==> config.mk <==
export PLATFORM = sky130hd
export DESIGN_NAME = rv_decoder
export DESIGN_NICKNAME = d
export VERILOG_FILES = /design/src/common/rv_dec_pkg.sv /design/src/rtl/imm_gen.sv /design/src/rtl/hazard_unit.sv /design/src/rtl/mem_seq.sv /design/src/rtl/ctrl_decode.sv /design/src/rtl/rv_decoder.sv
export SDC_FILE = /design/constraint.sdc
export NUM_CORES = 1
export LEC_CHECK = 0
export ABC_CLOCK_PERIOD_IN_PS = 4150
export BUFFER_PORTS_ARGS = -buffer_cell sky130_fd_sc_hd__buf_2
export CORE_MARGIN = 3
export CORE_UTILIZATION = 53
export CTS_BUF_LIST = sky130_fd_sc_hd__clkbuf_4 sky130_fd_sc_hd__clkbuf_8
export DETAILED_ROUTE_END_ITERATION = 8
export GPL_ROUTABILITY_DRIVEN = 0
export PLACE_DENSITY = 0.95
export SYNTH_ARGS = -nofsm -noshare
export SYNTH_HDL_FRONTEND = slang
export SYNTH_SLANG_ARGS = --single-unit
==> constraint.sdc <==
create_clock -name clk_i -period 4.15 [get_ports clk_i]
set_clock_uncertainty 0.15 [all_clocks]
set_input_delay 0.83 -clock clk_i [delete_from_list [all_inputs] [get_ports clk_i]]
set_output_delay 0.83 -clock clk_i [all_outputs]
set_load 0.01 [all_outputs]
==> src/common/rv_dec_pkg.sv <==
/*
  Shared widths, encodings and state types of the RV32I decode stage.
  Only RV32I base opcodes are listed. Branch, jump, fence and system
  opcodes are named so that the decoder can recognise them, but the
  stage reports them as illegal.
  The sequencer needs nine states, so its type is 4 bits wide.
*/
package rv_dec_pkg;

  ////////////////////
  // Widths
  ////////////////////
  localparam int XLEN       = 32;
  localparam int REG_AW     = 5;
  localparam int ALU_OP_W   = 4;
  localparam int LSU_CTRL_W = 4;

  ////////////////////
  // Major opcodes
  ////////////////////
  typedef enum logic [6:0] {
    OP_LOAD    = 7'b0000011,
    OP_MISCMEM = 7'b0001111, // Not supported
    OP_OPIMM   = 7'b0010011,
    OP_AUIPC   = 7'b0010111,
    OP_STORE   = 7'b0100011,
    OP_OP      = 7'b0110011,
    OP_LUI     = 7'b0110111,
    OP_BRANCH  = 7'b1100011, // Not supported
    OP_JALR    = 7'b1100111, // Not supported
    OP_JAL     = 7'b1101111, // Not supported
    OP_SYSTEM  = 7'b1110011  // Not supported
  } opcode_e;

  // ALU select is {funct7[5], funct3}
  typedef enum logic [ALU_OP_W-1:0] {
    ALU_ADD  = 4'b0000,
    ALU_SLL  = 4'b0001,
    ALU_SLT  = 4'b0010,
    ALU_SLTU = 4'b0011,
    ALU_XOR  = 4'b0100,
    ALU_SRL  = 4'b0101,
    ALU_OR   = 4'b0110,
    ALU_AND  = 4'b0111,
    ALU_SUB  = 4'b1000,
    ALU_SRA  = 4'b1101
  } alu_op_e;

  localparam logic [2:0] FUNCT3_SHIFT_L = 3'b001;
  localparam logic [2:0] FUNCT3_SHIFT_R = 3'b101;

  ////////////////////
  // Sequencer
  ////////////////////
  typedef enum logic [3:0] {
    S_IDLE     = 4'd0,
    S_STALL    = 4'd1,
    S_LD_ADDR  = 4'd2,
    S_LD_REQ   = 4'd3,
    S_LD_WAIT0 = 4'd4,
    S_LD_WAIT1 = 4'd5,
    S_LD_WAIT2 = 4'd6,
    S_ST_ADDR  = 4'd7,
    S_ST_REQ   = 4'd8
  } seq_state_e;

  typedef enum logic [2:0] {
    CL_ALU     = 3'd0,
    CL_UPPER   = 3'd1,
    CL_LOAD    = 3'd2,
    CL_STORE   = 3'd3,
    CL_ILLEGAL = 3'd4
  } instr_class_e;

endpackage

==> src/rtl/imm_gen.sv <==
/*
  Immediate builder for the I, shift, S and U formats.
  Purely combinational. The shift amount is zero-extended, since
  shamt is an unsigned field. The other immediates are sign-extended
  from instruction bit 31.
*/
`timescale 1ns/10ps

module imm_gen (
  input  logic [rv_dec_pkg::XLEN-1:0] instr_i,
  output logic [rv_dec_pkg::XLEN-1:0] imm_i_o,
  output logic [rv_dec_pkg::XLEN-1:0] imm_sh_o,
  output logic [rv_dec_pkg::XLEN-1:0] imm_s_o,
  output logic [rv_dec_pkg::XLEN-1:0] imm_u_o
);

  logic sign;

  assign sign = instr_i[31];

  // I-type, instr[31:20]
  assign imm_i_o = {{(rv_dec_pkg::XLEN-12){sign}}, instr_i[31:20]};

  // Shift amount sits in the rs2 position
  assign imm_sh_o = {{(rv_dec_pkg::XLEN-5){1'b0}}, instr_i[24:20]};

  // S-type, upper bits from funct7 field, lower from rd field
  assign imm_s_o = {{(rv_dec_pkg::XLEN-12){sign}}, instr_i[31:25], instr_i[11:7]};

  // U-type, low 12 bits zero-filled
  assign imm_u_o = {instr_i[31:12], 12'b0};

endmodule

==> src/rtl/hazard_unit.sv <==
/*
  Read-after-write check against the instruction completed just before.
  Only one destination is tracked, so a dependency two instructions
  apart is not detected. The stall request is combinational and only
  raised in S_IDLE, so any dependency costs exactly one cycle.
*/
`timescale 1ns/10ps

module hazard_unit (
  input  logic                         clk_i,
  input  logic                         rstn_i,
  input  logic [rv_dec_pkg::XLEN-1:0]  instr_i,
  input  rv_dec_pkg::instr_class_e     instr_class_i,
  input  logic                         done_i,
  input  rv_dec_pkg::seq_state_e       state_i,
  output logic                         stall_req_o
);

  logic [rv_dec_pkg::REG_AW-1:0] rd;
  logic [rv_dec_pkg::REG_AW-1:0] rs1;
  logic [rv_dec_pkg::REG_AW-1:0] rs2;
  logic [rv_dec_pkg::REG_AW-1:0] last_rd_q;
  logic                          writes_rd;
  logic                          reads_rs1;
  logic                          reads_rs2;
  logic                          hit_rs1;
  logic                          hit_rs2;

  assign rd  = instr_i[11:7];
  assign rs1 = instr_i[19:15];
  assign rs2 = instr_i[24:20];

  assign writes_rd = (instr_class_i == rv_dec_pkg::CL_ALU)   ||
                     (instr_class_i == rv_dec_pkg::CL_UPPER) ||
                     (instr_class_i == rv_dec_pkg::CL_LOAD);

  // Upper and illegal instructions read no source register
  assign reads_rs1 = (instr_class_i == rv_dec_pkg::CL_ALU)  ||
                     (instr_class_i == rv_dec_pkg::CL_LOAD) ||
                     (instr_class_i == rv_dec_pkg::CL_STORE);
  assign reads_rs2 = (instr_i[6:0] == rv_dec_pkg::OP_OP) ||
                     (instr_i[6:0] == rv_dec_pkg::OP_STORE);

  assign hit_rs1 = reads_rs1 && (rs1 != '0) && (rs1 == last_rd_q);
  assign hit_rs2 = reads_rs2 && (rs2 != '0) && (rs2 == last_rd_q);

  assign stall_req_o = (state_i == rv_dec_pkg::S_IDLE) && (hit_rs1 || hit_rs2);

  ////////////////////
  // Last destination
  ////////////////////
  always_ff @(posedge clk_i) begin
    if (!rstn_i) begin
      last_rd_q <= '0;
    end else if (done_i) begin
      last_rd_q <= writes_rd ? rd : '0; // Stores and illegals clear it
    end
  end

endmodule

==> src/rtl/mem_seq.sv <==
/*
  Step sequencer for the decode stage.
  next_state_o names the step executed in the current cycle. The state
  register returns to S_IDLE after the last step of every instruction,
  so each new instruction is dispatched from S_IDLE.
  The FSM only advances on edges where instr_valid_i is high.
*/
`timescale 1ns/10ps

module mem_seq (
  input  logic                      clk_i,
  input  logic                      rstn_i,
  input  logic                      instr_valid_i,
  input  rv_dec_pkg::instr_class_e  instr_class_i,
  input  logic                      stall_req_i,
  output rv_dec_pkg::seq_state_e    state_o,
  output rv_dec_pkg::seq_state_e    next_state_o,
  output logic                      ready_o,
  output logic                      done_o
);

  rv_dec_pkg::seq_state_e state_q;
  rv_dec_pkg::seq_state_e state_d;
  logic                   last_step;

  ////////////////////
  // Next step
  ////////////////////
  always_comb begin
    state_d = rv_dec_pkg::S_IDLE;
    case (state_q)
      rv_dec_pkg::S_IDLE,
      rv_dec_pkg::S_STALL: begin
        if (stall_req_i) begin
          state_d = rv_dec_pkg::S_STALL;
        end else if (instr_class_i == rv_dec_pkg::CL_LOAD) begin
          state_d = rv_dec_pkg::S_LD_ADDR;
        end else if (instr_class_i == rv_dec_pkg::CL_STORE) begin
          state_d = rv_dec_pkg::S_ST_ADDR;
        end else begin
          state_d = rv_dec_pkg::S_IDLE; // Single cycle ALU, upper or illegal
        end
      end
      rv_dec_pkg::S_LD_ADDR:  state_d = rv_dec_pkg::S_LD_REQ;
      rv_dec_pkg::S_LD_REQ:   state_d = rv_dec_pkg::S_LD_WAIT0;
      rv_dec_pkg::S_LD_WAIT0: state_d = rv_dec_pkg::S_LD_WAIT1;
      rv_dec_pkg::S_LD_WAIT1: state_d = rv_dec_pkg::S_LD_WAIT2;
      rv_dec_pkg::S_ST_ADDR:  state_d = rv_dec_pkg::S_ST_REQ;
      default:                state_d = rv_dec_pkg::S_IDLE;
    endcase
  end

  // Final step of each instruction type
  assign last_step = (state_d == rv_dec_pkg::S_IDLE)     ||
                     (state_d == rv_dec_pkg::S_LD_WAIT2) ||
                     (state_d == rv_dec_pkg::S_ST_REQ);

  assign ready_o      = last_step;
  assign done_o       = last_step && instr_valid_i; // Completing edge
  assign next_state_o = state_d;
  assign state_o      = state_q;

  ////////////////////
  // State register
  ////////////////////
  always_ff @(posedge clk_i) begin
    if (!rstn_i) begin
      state_q <= rv_dec_pkg::S_IDLE;
    end else if (instr_valid_i) begin
      state_q <= last_step ? rv_dec_pkg::S_IDLE : state_d;
    end
  end

endmodule

==> src/rtl/ctrl_decode.sv <==
/*
  Opcode classification and control generation, one register stage.
  Controls are chosen for the step given by next_state_i. Only funct7
  bit 30 is looked at, other funct7 bits are not checked for legality.
  With instr_valid_i low the strobes are cleared and the rest holds.
*/
`timescale 1ns/10ps

module ctrl_decode (
  input  logic                               clk_i,
  input  logic                               rstn_i,
  input  logic [rv_dec_pkg::XLEN-1:0]        instr_i,
  input  logic                               instr_valid_i,
  input  rv_dec_pkg::seq_state_e             next_state_i,
  input  logic [rv_dec_pkg::XLEN-1:0]        imm_i_i,
  input  logic [rv_dec_pkg::XLEN-1:0]        imm_sh_i,
  input  logic [rv_dec_pkg::XLEN-1:0]        imm_s_i,
  input  logic [rv_dec_pkg::XLEN-1:0]        imm_u_i,
  output rv_dec_pkg::instr_class_e           instr_class_o,
  output logic                               illegal_instr_o,
  output rv_dec_pkg::alu_op_e                alu_sel_o,
  output logic                               alu_op_a_o,
  output logic                               alu_op_b_o,
  output logic                               use_pc_o,
  output logic [rv_dec_pkg::REG_AW-1:0]      alu_dest_addr_o,
  output logic                               alu_wb_o,
  output logic [rv_dec_pkg::REG_AW-1:0]      rf_addr_a_o,
  output logic [rv_dec_pkg::REG_AW-1:0]      rf_addr_b_o,
  output logic                               is_imm_o,
  output logic [rv_dec_pkg::XLEN-1:0]        imm_ext_o,
  output logic                               lsu_ctrl_valid_o,
  output logic [rv_dec_pkg::LSU_CTRL_W-1:0]  lsu_ctrl_o,
  output logic [rv_dec_pkg::REG_AW-1:0]      lsu_regdest_o
);

  rv_dec_pkg::opcode_e             opcode;
  logic [2:0]                      funct3;
  logic [rv_dec_pkg::REG_AW-1:0]   rd;
  logic [rv_dec_pkg::REG_AW-1:0]   rs1;
  logic [rv_dec_pkg::REG_AW-1:0]   rs2;
  logic                            is_shift;

  // Values for the next register stage
  logic                            illegal_d;
  rv_dec_pkg::alu_op_e             alu_sel_d;
  logic                            op_a_d;
  logic                            op_b_d;
  logic                            use_pc_d;
  logic [rv_dec_pkg::REG_AW-1:0]   dest_d;
  logic                            wb_d;
  logic [rv_dec_pkg::REG_AW-1:0]   rf_a_d;
  logic [rv_dec_pkg::REG_AW-1:0]   rf_b_d;
  logic                            is_imm_d;
  logic [rv_dec_pkg::XLEN-1:0]     imm_d;
  logic                            lsu_valid_d;
  logic [rv_dec_pkg::LSU_CTRL_W-1:0] lsu_ctrl_d;
  logic [rv_dec_pkg::REG_AW-1:0]   lsu_regdest_d;

  assign opcode   = rv_dec_pkg::opcode_e'(instr_i[6:0]);
  assign funct3   = instr_i[14:12];
  assign rd       = instr_i[11:7];
  assign rs1      = instr_i[19:15];
  assign rs2      = instr_i[24:20];
  assign is_shift = (funct3 == rv_dec_pkg::FUNCT3_SHIFT_L) ||
                    (funct3 == rv_dec_pkg::FUNCT3_SHIFT_R);

  ////////////////////
  // Classification
  ////////////////////
  always_comb begin
    case (opcode)
      rv_dec_pkg::OP_OP,
      rv_dec_pkg::OP_OPIMM: instr_class_o = rv_dec_pkg::CL_ALU;
      rv_dec_pkg::OP_LUI,
      rv_dec_pkg::OP_AUIPC: instr_class_o = rv_dec_pkg::CL_UPPER;
      rv_dec_pkg::OP_LOAD:  instr_class_o = rv_dec_pkg::CL_LOAD;
      rv_dec_pkg::OP_STORE: instr_class_o = rv_dec_pkg::CL_STORE;
      // Control flow, fence and system are known but unsupported
      rv_dec_pkg::OP_BRANCH,
      rv_dec_pkg::OP_JAL,
      rv_dec_pkg::OP_JALR,
      rv_dec_pkg::OP_MISCMEM,
      rv_dec_pkg::OP_SYSTEM: instr_class_o = rv_dec_pkg::CL_ILLEGAL;
      default:               instr_class_o = rv_dec_pkg::CL_ILLEGAL;
    endcase
  end

  ////////////////////
  // Step controls
  ////////////////////
  always_comb begin
    illegal_d     = 1'b0;
    alu_sel_d     = rv_dec_pkg::ALU_ADD;
    op_a_d        = 1'b0;
    op_b_d        = 1'b0;
    use_pc_d      = 1'b0;
    dest_d        = '0;
    wb_d          = 1'b0;
    rf_a_d        = '0;
    rf_b_d        = '0;
    is_imm_d      = 1'b0;
    imm_d         = '0;
    lsu_valid_d   = 1'b0;
    lsu_ctrl_d    = '0;
    lsu_regdest_d = '0;

    case (next_state_i)
      rv_dec_pkg::S_IDLE: begin
        case (instr_class_o)
          rv_dec_pkg::CL_ALU: begin
            op_a_d = 1'b1;
            rf_a_d = rs1;
            dest_d = rd;
            wb_d   = 1'b1;
            if (opcode == rv_dec_pkg::OP_OP) begin
              op_b_d    = 1'b1;
              rf_b_d    = rs2;
              alu_sel_d = rv_dec_pkg::alu_op_e'({instr_i[30], funct3});
            end else if (is_shift) begin
              is_imm_d  = 1'b1;
              imm_d     = imm_sh_i;
              alu_sel_d = rv_dec_pkg::alu_op_e'({instr_i[30], funct3}); // SRAI keeps bit 30
            end else begin
              is_imm_d  = 1'b1;
              imm_d     = imm_i_i;
              alu_sel_d = rv_dec_pkg::alu_op_e'({1'b0, funct3});
            end
          end
          rv_dec_pkg::CL_UPPER: begin
            op_a_d   = 1'b1; // x0 for LUI, pc for AUIPC
            use_pc_d = (opcode == rv_dec_pkg::OP_AUIPC);
            is_imm_d = 1'b1;
            imm_d    = imm_u_i;
            dest_d   = rd;
            wb_d     = 1'b1;
          end
          rv_dec_pkg::CL_ILLEGAL: illegal_d = 1'b1;
          default: ;
        endcase
      end
      // Effective address is rs1 plus offset
      rv_dec_pkg::S_LD_ADDR,
      rv_dec_pkg::S_ST_ADDR: begin
        op_a_d   = 1'b1;
        rf_a_d   = rs1;
        is_imm_d = 1'b1;
        imm_d    = (next_state_i == rv_dec_pkg::S_LD_ADDR) ? imm_i_i : imm_s_i;
      end
      rv_dec_pkg::S_LD_REQ,
      rv_dec_pkg::S_ST_REQ: begin
        lsu_valid_d = 1'b1;
        lsu_ctrl_d  = {instr_i[5], funct3}; // Store flag, width and sign
        if (next_state_i == rv_dec_pkg::S_LD_REQ) begin
          lsu_regdest_d = rd;
        end else begin
          rf_b_d = rs2; // Store data
        end
      end
      default: ; // Stall and load waits keep every strobe low
    endcase
  end

  ////////////////////
  // Output registers
  ////////////////////
  always_ff @(posedge clk_i) begin
    if (!rstn_i) begin
      illegal_instr_o  <= 1'b0;
      alu_sel_o        <= rv_dec_pkg::ALU_ADD;
      alu_op_a_o       <= 1'b0;
      alu_op_b_o       <= 1'b0;
      use_pc_o         <= 1'b0;
      alu_dest_addr_o  <= '0;
      alu_wb_o         <= 1'b0;
      rf_addr_a_o      <= '0;
      rf_addr_b_o      <= '0;
      is_imm_o         <= 1'b0;
      imm_ext_o        <= '0;
      lsu_ctrl_valid_o <= 1'b0;
      lsu_ctrl_o       <= '0;
      lsu_regdest_o    <= '0;
    end else if (instr_valid_i) begin
      illegal_instr_o  <= illegal_d;
      alu_sel_o        <= alu_sel_d;
      alu_op_a_o       <= op_a_d;
      alu_op_b_o       <= op_b_d;
      use_pc_o         <= use_pc_d;
      alu_dest_addr_o  <= dest_d;
      alu_wb_o         <= wb_d;
      rf_addr_a_o      <= rf_a_d;
      rf_addr_b_o      <= rf_b_d;
      is_imm_o         <= is_imm_d;
      imm_ext_o        <= imm_d;
      lsu_ctrl_valid_o <= lsu_valid_d;
      lsu_ctrl_o       <= lsu_ctrl_d;
      lsu_regdest_o    <= lsu_regdest_d;
    end else begin
      illegal_instr_o  <= 1'b0;
      use_pc_o         <= 1'b0;
      alu_wb_o         <= 1'b0;
      lsu_ctrl_valid_o <= 1'b0;
    end
  end

endmodule

==> src/rtl/rv_decoder.sv <==
/*
  RV32I decode stage top level.
  Fetch must hold instr_i stable while ready_o is low. An instruction
  completes on the edge where instr_valid_i and ready_o are both high.
  All control outputs are registered. ready_o is combinational.
*/
`timescale 1ns/10ps

module rv_decoder (
  input  logic                               clk_i,
  input  logic                               rstn_i,
  input  logic [rv_dec_pkg::XLEN-1:0]        instr_i,
  input  logic [rv_dec_pkg::XLEN-1:0]        instr_addr_i,
  input  logic                               instr_valid_i,
  output logic                               ready_o,
  output logic [rv_dec_pkg::XLEN-1:0]        instr_addr_o,
  output logic                               illegal_instr_o,
  output rv_dec_pkg::alu_op_e                alu_sel_o,
  output logic                               alu_op_a_o,
  output logic                               alu_op_b_o,
  output logic                               use_pc_o,
  output logic [rv_dec_pkg::REG_AW-1:0]      alu_dest_addr_o,
  output logic                               alu_wb_o,
  output logic [rv_dec_pkg::REG_AW-1:0]      rf_addr_a_o,
  output logic [rv_dec_pkg::REG_AW-1:0]      rf_addr_b_o,
  output logic                               is_imm_o,
  output logic [rv_dec_pkg::XLEN-1:0]        imm_ext_o,
  output logic                               lsu_ctrl_valid_o,
  output logic [rv_dec_pkg::LSU_CTRL_W-1:0]  lsu_ctrl_o,
  output logic [rv_dec_pkg::REG_AW-1:0]      lsu_regdest_o
);

  rv_dec_pkg::instr_class_e    instr_class;
  rv_dec_pkg::seq_state_e      state;
  rv_dec_pkg::seq_state_e      next_state;
  logic                        stall_req;
  logic                        done;
  logic [rv_dec_pkg::XLEN-1:0] imm_i;
  logic [rv_dec_pkg::XLEN-1:0] imm_sh;
  logic [rv_dec_pkg::XLEN-1:0] imm_s;
  logic [rv_dec_pkg::XLEN-1:0] imm_u;

  // Address follows the controls with one cycle of latency
  always_ff @(posedge clk_i) begin
    if (!rstn_i) begin
      instr_addr_o <= '0;
    end else begin
      instr_addr_o <= instr_addr_i;
    end
  end

  imm_gen u_imm_gen (
    .instr_i  (instr_i),
    .imm_i_o  (imm_i),
    .imm_sh_o (imm_sh),
    .imm_s_o  (imm_s),
    .imm_u_o  (imm_u)
  );

  hazard_unit u_hazard_unit (
    .clk_i         (clk_i),
    .rstn_i        (rstn_i),
    .instr_i       (instr_i),
    .instr_class_i (instr_class),
    .done_i        (done),
    .state_i       (state),
    .stall_req_o   (stall_req)
  );

  mem_seq u_mem_seq (
    .clk_i         (clk_i),
    .rstn_i        (rstn_i),
    .instr_valid_i (instr_valid_i),
    .instr_class_i (instr_class),
    .stall_req_i   (stall_req),
    .state_o       (state),
    .next_state_o  (next_state),
    .ready_o       (ready_o),
    .done_o        (done)
  );

  ctrl_decode u_ctrl_decode (
    .clk_i            (clk_i),
    .rstn_i           (rstn_i),
    .instr_i          (instr_i),
    .instr_valid_i    (instr_valid_i),
    .next_state_i     (next_state),
    .imm_i_i          (imm_i),
    .imm_sh_i         (imm_sh),
    .imm_s_i          (imm_s),
    .imm_u_i          (imm_u),
    .instr_class_o    (instr_class),
    .illegal_instr_o  (illegal_instr_o),
    .alu_sel_o        (alu_sel_o),
    .alu_op_a_o       (alu_op_a_o),
    .alu_op_b_o       (alu_op_b_o),
    .use_pc_o         (use_pc_o),
    .alu_dest_addr_o  (alu_dest_addr_o),
    .alu_wb_o         (alu_wb_o),
    .rf_addr_a_o      (rf_addr_a_o),
    .rf_addr_b_o      (rf_addr_b_o),
    .is_imm_o         (is_imm_o),
    .imm_ext_o        (imm_ext_o),
    .lsu_ctrl_valid_o (lsu_ctrl_valid_o),
    .lsu_ctrl_o       (lsu_ctrl_o),
    .lsu_regdest_o    (lsu_regdest_o)
  );

endmodule

==> flow_summary.json <==
{
  "synth.top_cells.by_area": "sky130_fd_sc_hd__dfxtp_1 55%, sky130_fd_sc_hd__and2_1 7.0%, sky130_fd_sc_hd__a22o_1 3.3%",
  "synth_top_cells_by_count": "108 x sky130_fd_sc_hd__dfxtp_1, 44 x sky130_fd_sc_hd__and2_1, 24 x sky130_fd_sc_hd__nand2_1",
  "ios": 167,
  "largest_net_degree_at_the_start_of_global_routing": 50,
  "grt_total_ovfl": 0,
  "run_status": "complete, no violations",
  "finalWorstPathRequiredPeriod_ns": 3.46,
  "synth_enable_flop_cells": 0,
  "p_switching_w": 0.000428,
  "firstDrtPassIters": 5,
  "cp-end-kind": "primary output",
  "tritoncts": "built",
  "worst_pin_slew_ns": 1.06,
  "routed_wirelength_um": 10900,
  "initial_core_util_pct": 56.3,
  "die-height_um": 92.1,
  "worst_ir_drop_vdd_mv": 0.224,
  "numCtsBuffers": 9,
  "mappedNetlistNets": 453,
  "fin_crit_sh_pct": 83.5,
  "cp.required_ns": 3.17,
  "yosys.cell_count.top_type": "sky130_fd_sc_hd__dfxtp_1",
  "worstSkewPairLatency_ns": 0.36,
  "post-route-drc-count": 0,
  "placementRows": 30,
  "yosys.cell_types.count": 48,
  "yosys.area_share.simple_pct": 18.6,
  "power.share.switching_pct": 23.9,
  "timing_hold_violations_final": 0,
  "yosys_register_bits": 108,
  "share_seq_of_total_power_pct": 59.5,
  "number_of_failing_setup_endpoints_in_the_final_timing_report": 0,
  "clock_power_share_pct": 32.5,
  "detail-route-antenna-nets": 0,
  "cts-resized-gates": 0,
  "dp_hpwl_um": 8140,
  "power.total_w": 0.00179,
  "async_flop_share_pct": 0,
  "cp-start-kind": "input port",
  "hold_wc_path_type": "register to register",
  "finalMaxSlewViolations": 0,
  "cap_viol_max_count": 0,
  "postCtsSetupBuffers": 0,
  "area_growth_pct": 27.3,
  "power_per_cell_area_nw_per_um2": 357,
  "dr_total_vias": 3663,
  "synth_area_um2": 3930,
  "synth_sequential_area_ratio_pct": 55.0,
  "arrival_ns": 2.48,
  "max-clock-path-buffers": 2,
  "slew-limit-headroom_pct": 29.5,
  "port-buffer-count": 166,
  "htreeDepth": 3,
  "cellInternalPower_w": 0.00136,
  "first_pass_grt_wire_length_um": 17100,
  "cts-root-buf": "sky130_fd_sc_hd__clkbuf_8",
  "main_combinational_cell_family_by_area_after_synthesis": "compound AO/OA/AOI/OAI gates",
  "stdcell_area_um2": 5010,
  "leakage_power_figure_nw": 2.33,
  "synth_cells": 386,
  "sum_of_negative_setup_slack_ns": 0,
  "clkSlewWorstSetupHoldPaths_ns": 0.09,
  "num-nets-final": 610,
  "grt_setup_unrepaired": "false",
  "maxClockFrequency_mhz": 289,
  "critPathMaxFanout": 6,
  "synth_warnings": 0,
  "vias_in_the_first_global_route": 3515,
  "grtUsageTotal_pct": 25.3,
  "routed_via_density": 5.69,
  "drive_above_1_share_pct": 35.4,
  "num_antenna_cells": 0,
  "portion_of_synthesized_cell_area_occupied_by_the_leading_cell_type_pct": 55.0,
  "placed_area_um2": 4830,
  "cts_sinks": 108,
  "pwr-share-comb_pct": 8.0,
  "yosys.area_share.adder_pct": 0,
  "fp.coreArea_um2": 6980,
  "postSynthAreaPerCell_um2": 10.2,
  "antenna_found_initial": 0,
  "die_area_um2": 8490,
  "criticalPathCategory": "input port to primary output",
  "ys.flop_type": "sky130_fd_sc_hd__dfxtp_1",
  "die_width_um": 92.1,
  "wire_per_inst_um": 16.9,
  "yosys-mux-area-fraction_pct": 0,
  "post-synth-top-area-cell": "sky130_fd_sc_hd__dfxtp_1",
  "complex_gate_fraction_of_the_synthesized_area_pct": 20.7,
  "holdBufCountCts": 0,
  "synth_xor_area_share_pct": 2.00,
  "drt_first_iter_violations": 378
}
[worst max-delay path, cell delays in order]
cell and delay, ns:
sky130_fd_sc_hd__buf_2 0.14, sky130_fd_sc_hd__or4_1 0.52, sky130_fd_sc_hd__a21oi_1 0.24, sky130_fd_sc_hd__o32ai_1 0.19, sky130_fd_sc_hd__a21oi_4 0.26, sky130_fd_sc_hd__a21o_1 0.16, sky130_fd_sc_hd__buf_2 0.14
[worst paths after layout]
check	start	to	cells past startpoint	slack, ns
max	instr_i[20]	ready_o	7	0.69
min	u_ctrl_decode.imm_ext_o[11]$_SDFFE_PN0P_	u_ctrl_decode.imm_ext_o[11]$_SDFFE_PN0P_	1	0.30
max reg2reg	u_hazard_unit.last_rd_q[1]$_SDFFE_PN0P_	u_ctrl_decode.rf_addr_a_o[4]$_SDFFE_PN0P_	7	1.48
min reg2reg	u_ctrl_decode.imm_ext_o[11]$_SDFFE_PN0P_	u_ctrl_decode.imm_ext_o[11]$_SDFFE_PN0P_	1	0.30
[cell type report]
class                      instances  area [um2]
clock inverter                     5        35.0
fill                             545        1980
inverter                          14        52.6
timing repair buffer             169         853
clock buffer                      11         145
multi-input combinational        241        1640
tap                               96         120
sequential                       108        2160
[through the flow]
step	worst slack, ns	utilization, %	cells	hold slack [ns]
after floorplan	1.11	-	386	0.334
after global placement	0.772	69.1	628	0.281
after detailed placement	0.716	69.1	628	0.285
after CTS	0.701	71.7	644	0.308
after global routing	0.584	71.7	644	0.323
final	0.685	71.7	644	0.301
[sequential cells by signal (all words and copies together) (netlist names), 4 cells and up]
| signal | cells |
|---|---|
| instr_addr_o | 32 |
| u_ctrl_decode.alu_dest_addr_o | 5 |
| u_ctrl_decode.alu_sel_o | 4 |
| u_ctrl_decode.imm_ext_o | 32 |
| u_ctrl_decode.lsu_ctrl_o | 4 |
| u_ctrl_decode.lsu_regdest_o | 5 |
| u_ctrl_decode.rf_addr_a_o | 5 |
| u_ctrl_decode.rf_addr_b_o | 5 |
| u_hazard_unit.last_rd_q | 5 |
| u_mem_seq.state_o | 4 |
[power by group through the flow]
stage / logic, W / registers, W / clock network, W
finish: 0.000144 / 0.00106 / 0.000580
global route: 0.000156 / 0.00107 / 0.000634
CTS: 0.000143 / 0.00106 / 0.000592
detailed placement: 0.000143 / 0.00109 / 0
global placement: 0.000138 / 0.00109 / 0
floorplan: 0.0000548 / 0.00110 / 0
[per-layer routing]
metal	global-route usage [%]	share of wire, %
met5	0	0
met4	11.8	2.4
met3	6.56	11
met2	40.3	46
met1	32.2	40
[layout by cell type, fill, tap and decap left out, drive strengths merged, types with 2 or more instances in the layout]
master	n
o22ai	8
nor3	2
a22o	15
o2bb2a	5
or4	2
clkbuf	11
o32ai	2
and3	2
dfxtp	108
nor2	11
o21ai	11
clkinv	4
nand3	15
buf	169
xnor2	9
a21o	3
inv	14
nand2b	11
o31ai	3
and2	44
nand4	3
a21boi	3
nand2	24
a221o	13
a22oi	8
a21oi	12
a32o	11
nor2b	12
[logic make-up (layout without fill, tap and decap cells)]
logic type | Yosys count | in the layout
AND/OR/NAND/NOR | 131 | 131
XOR/XNOR | 9 | 9
AO/OA/AOI/OAI | 101 | 101
buffers and inverters | 37 | 199
flip-flops | 108 | 108
No activity file was read; power rests on OpenSTA's default activity.
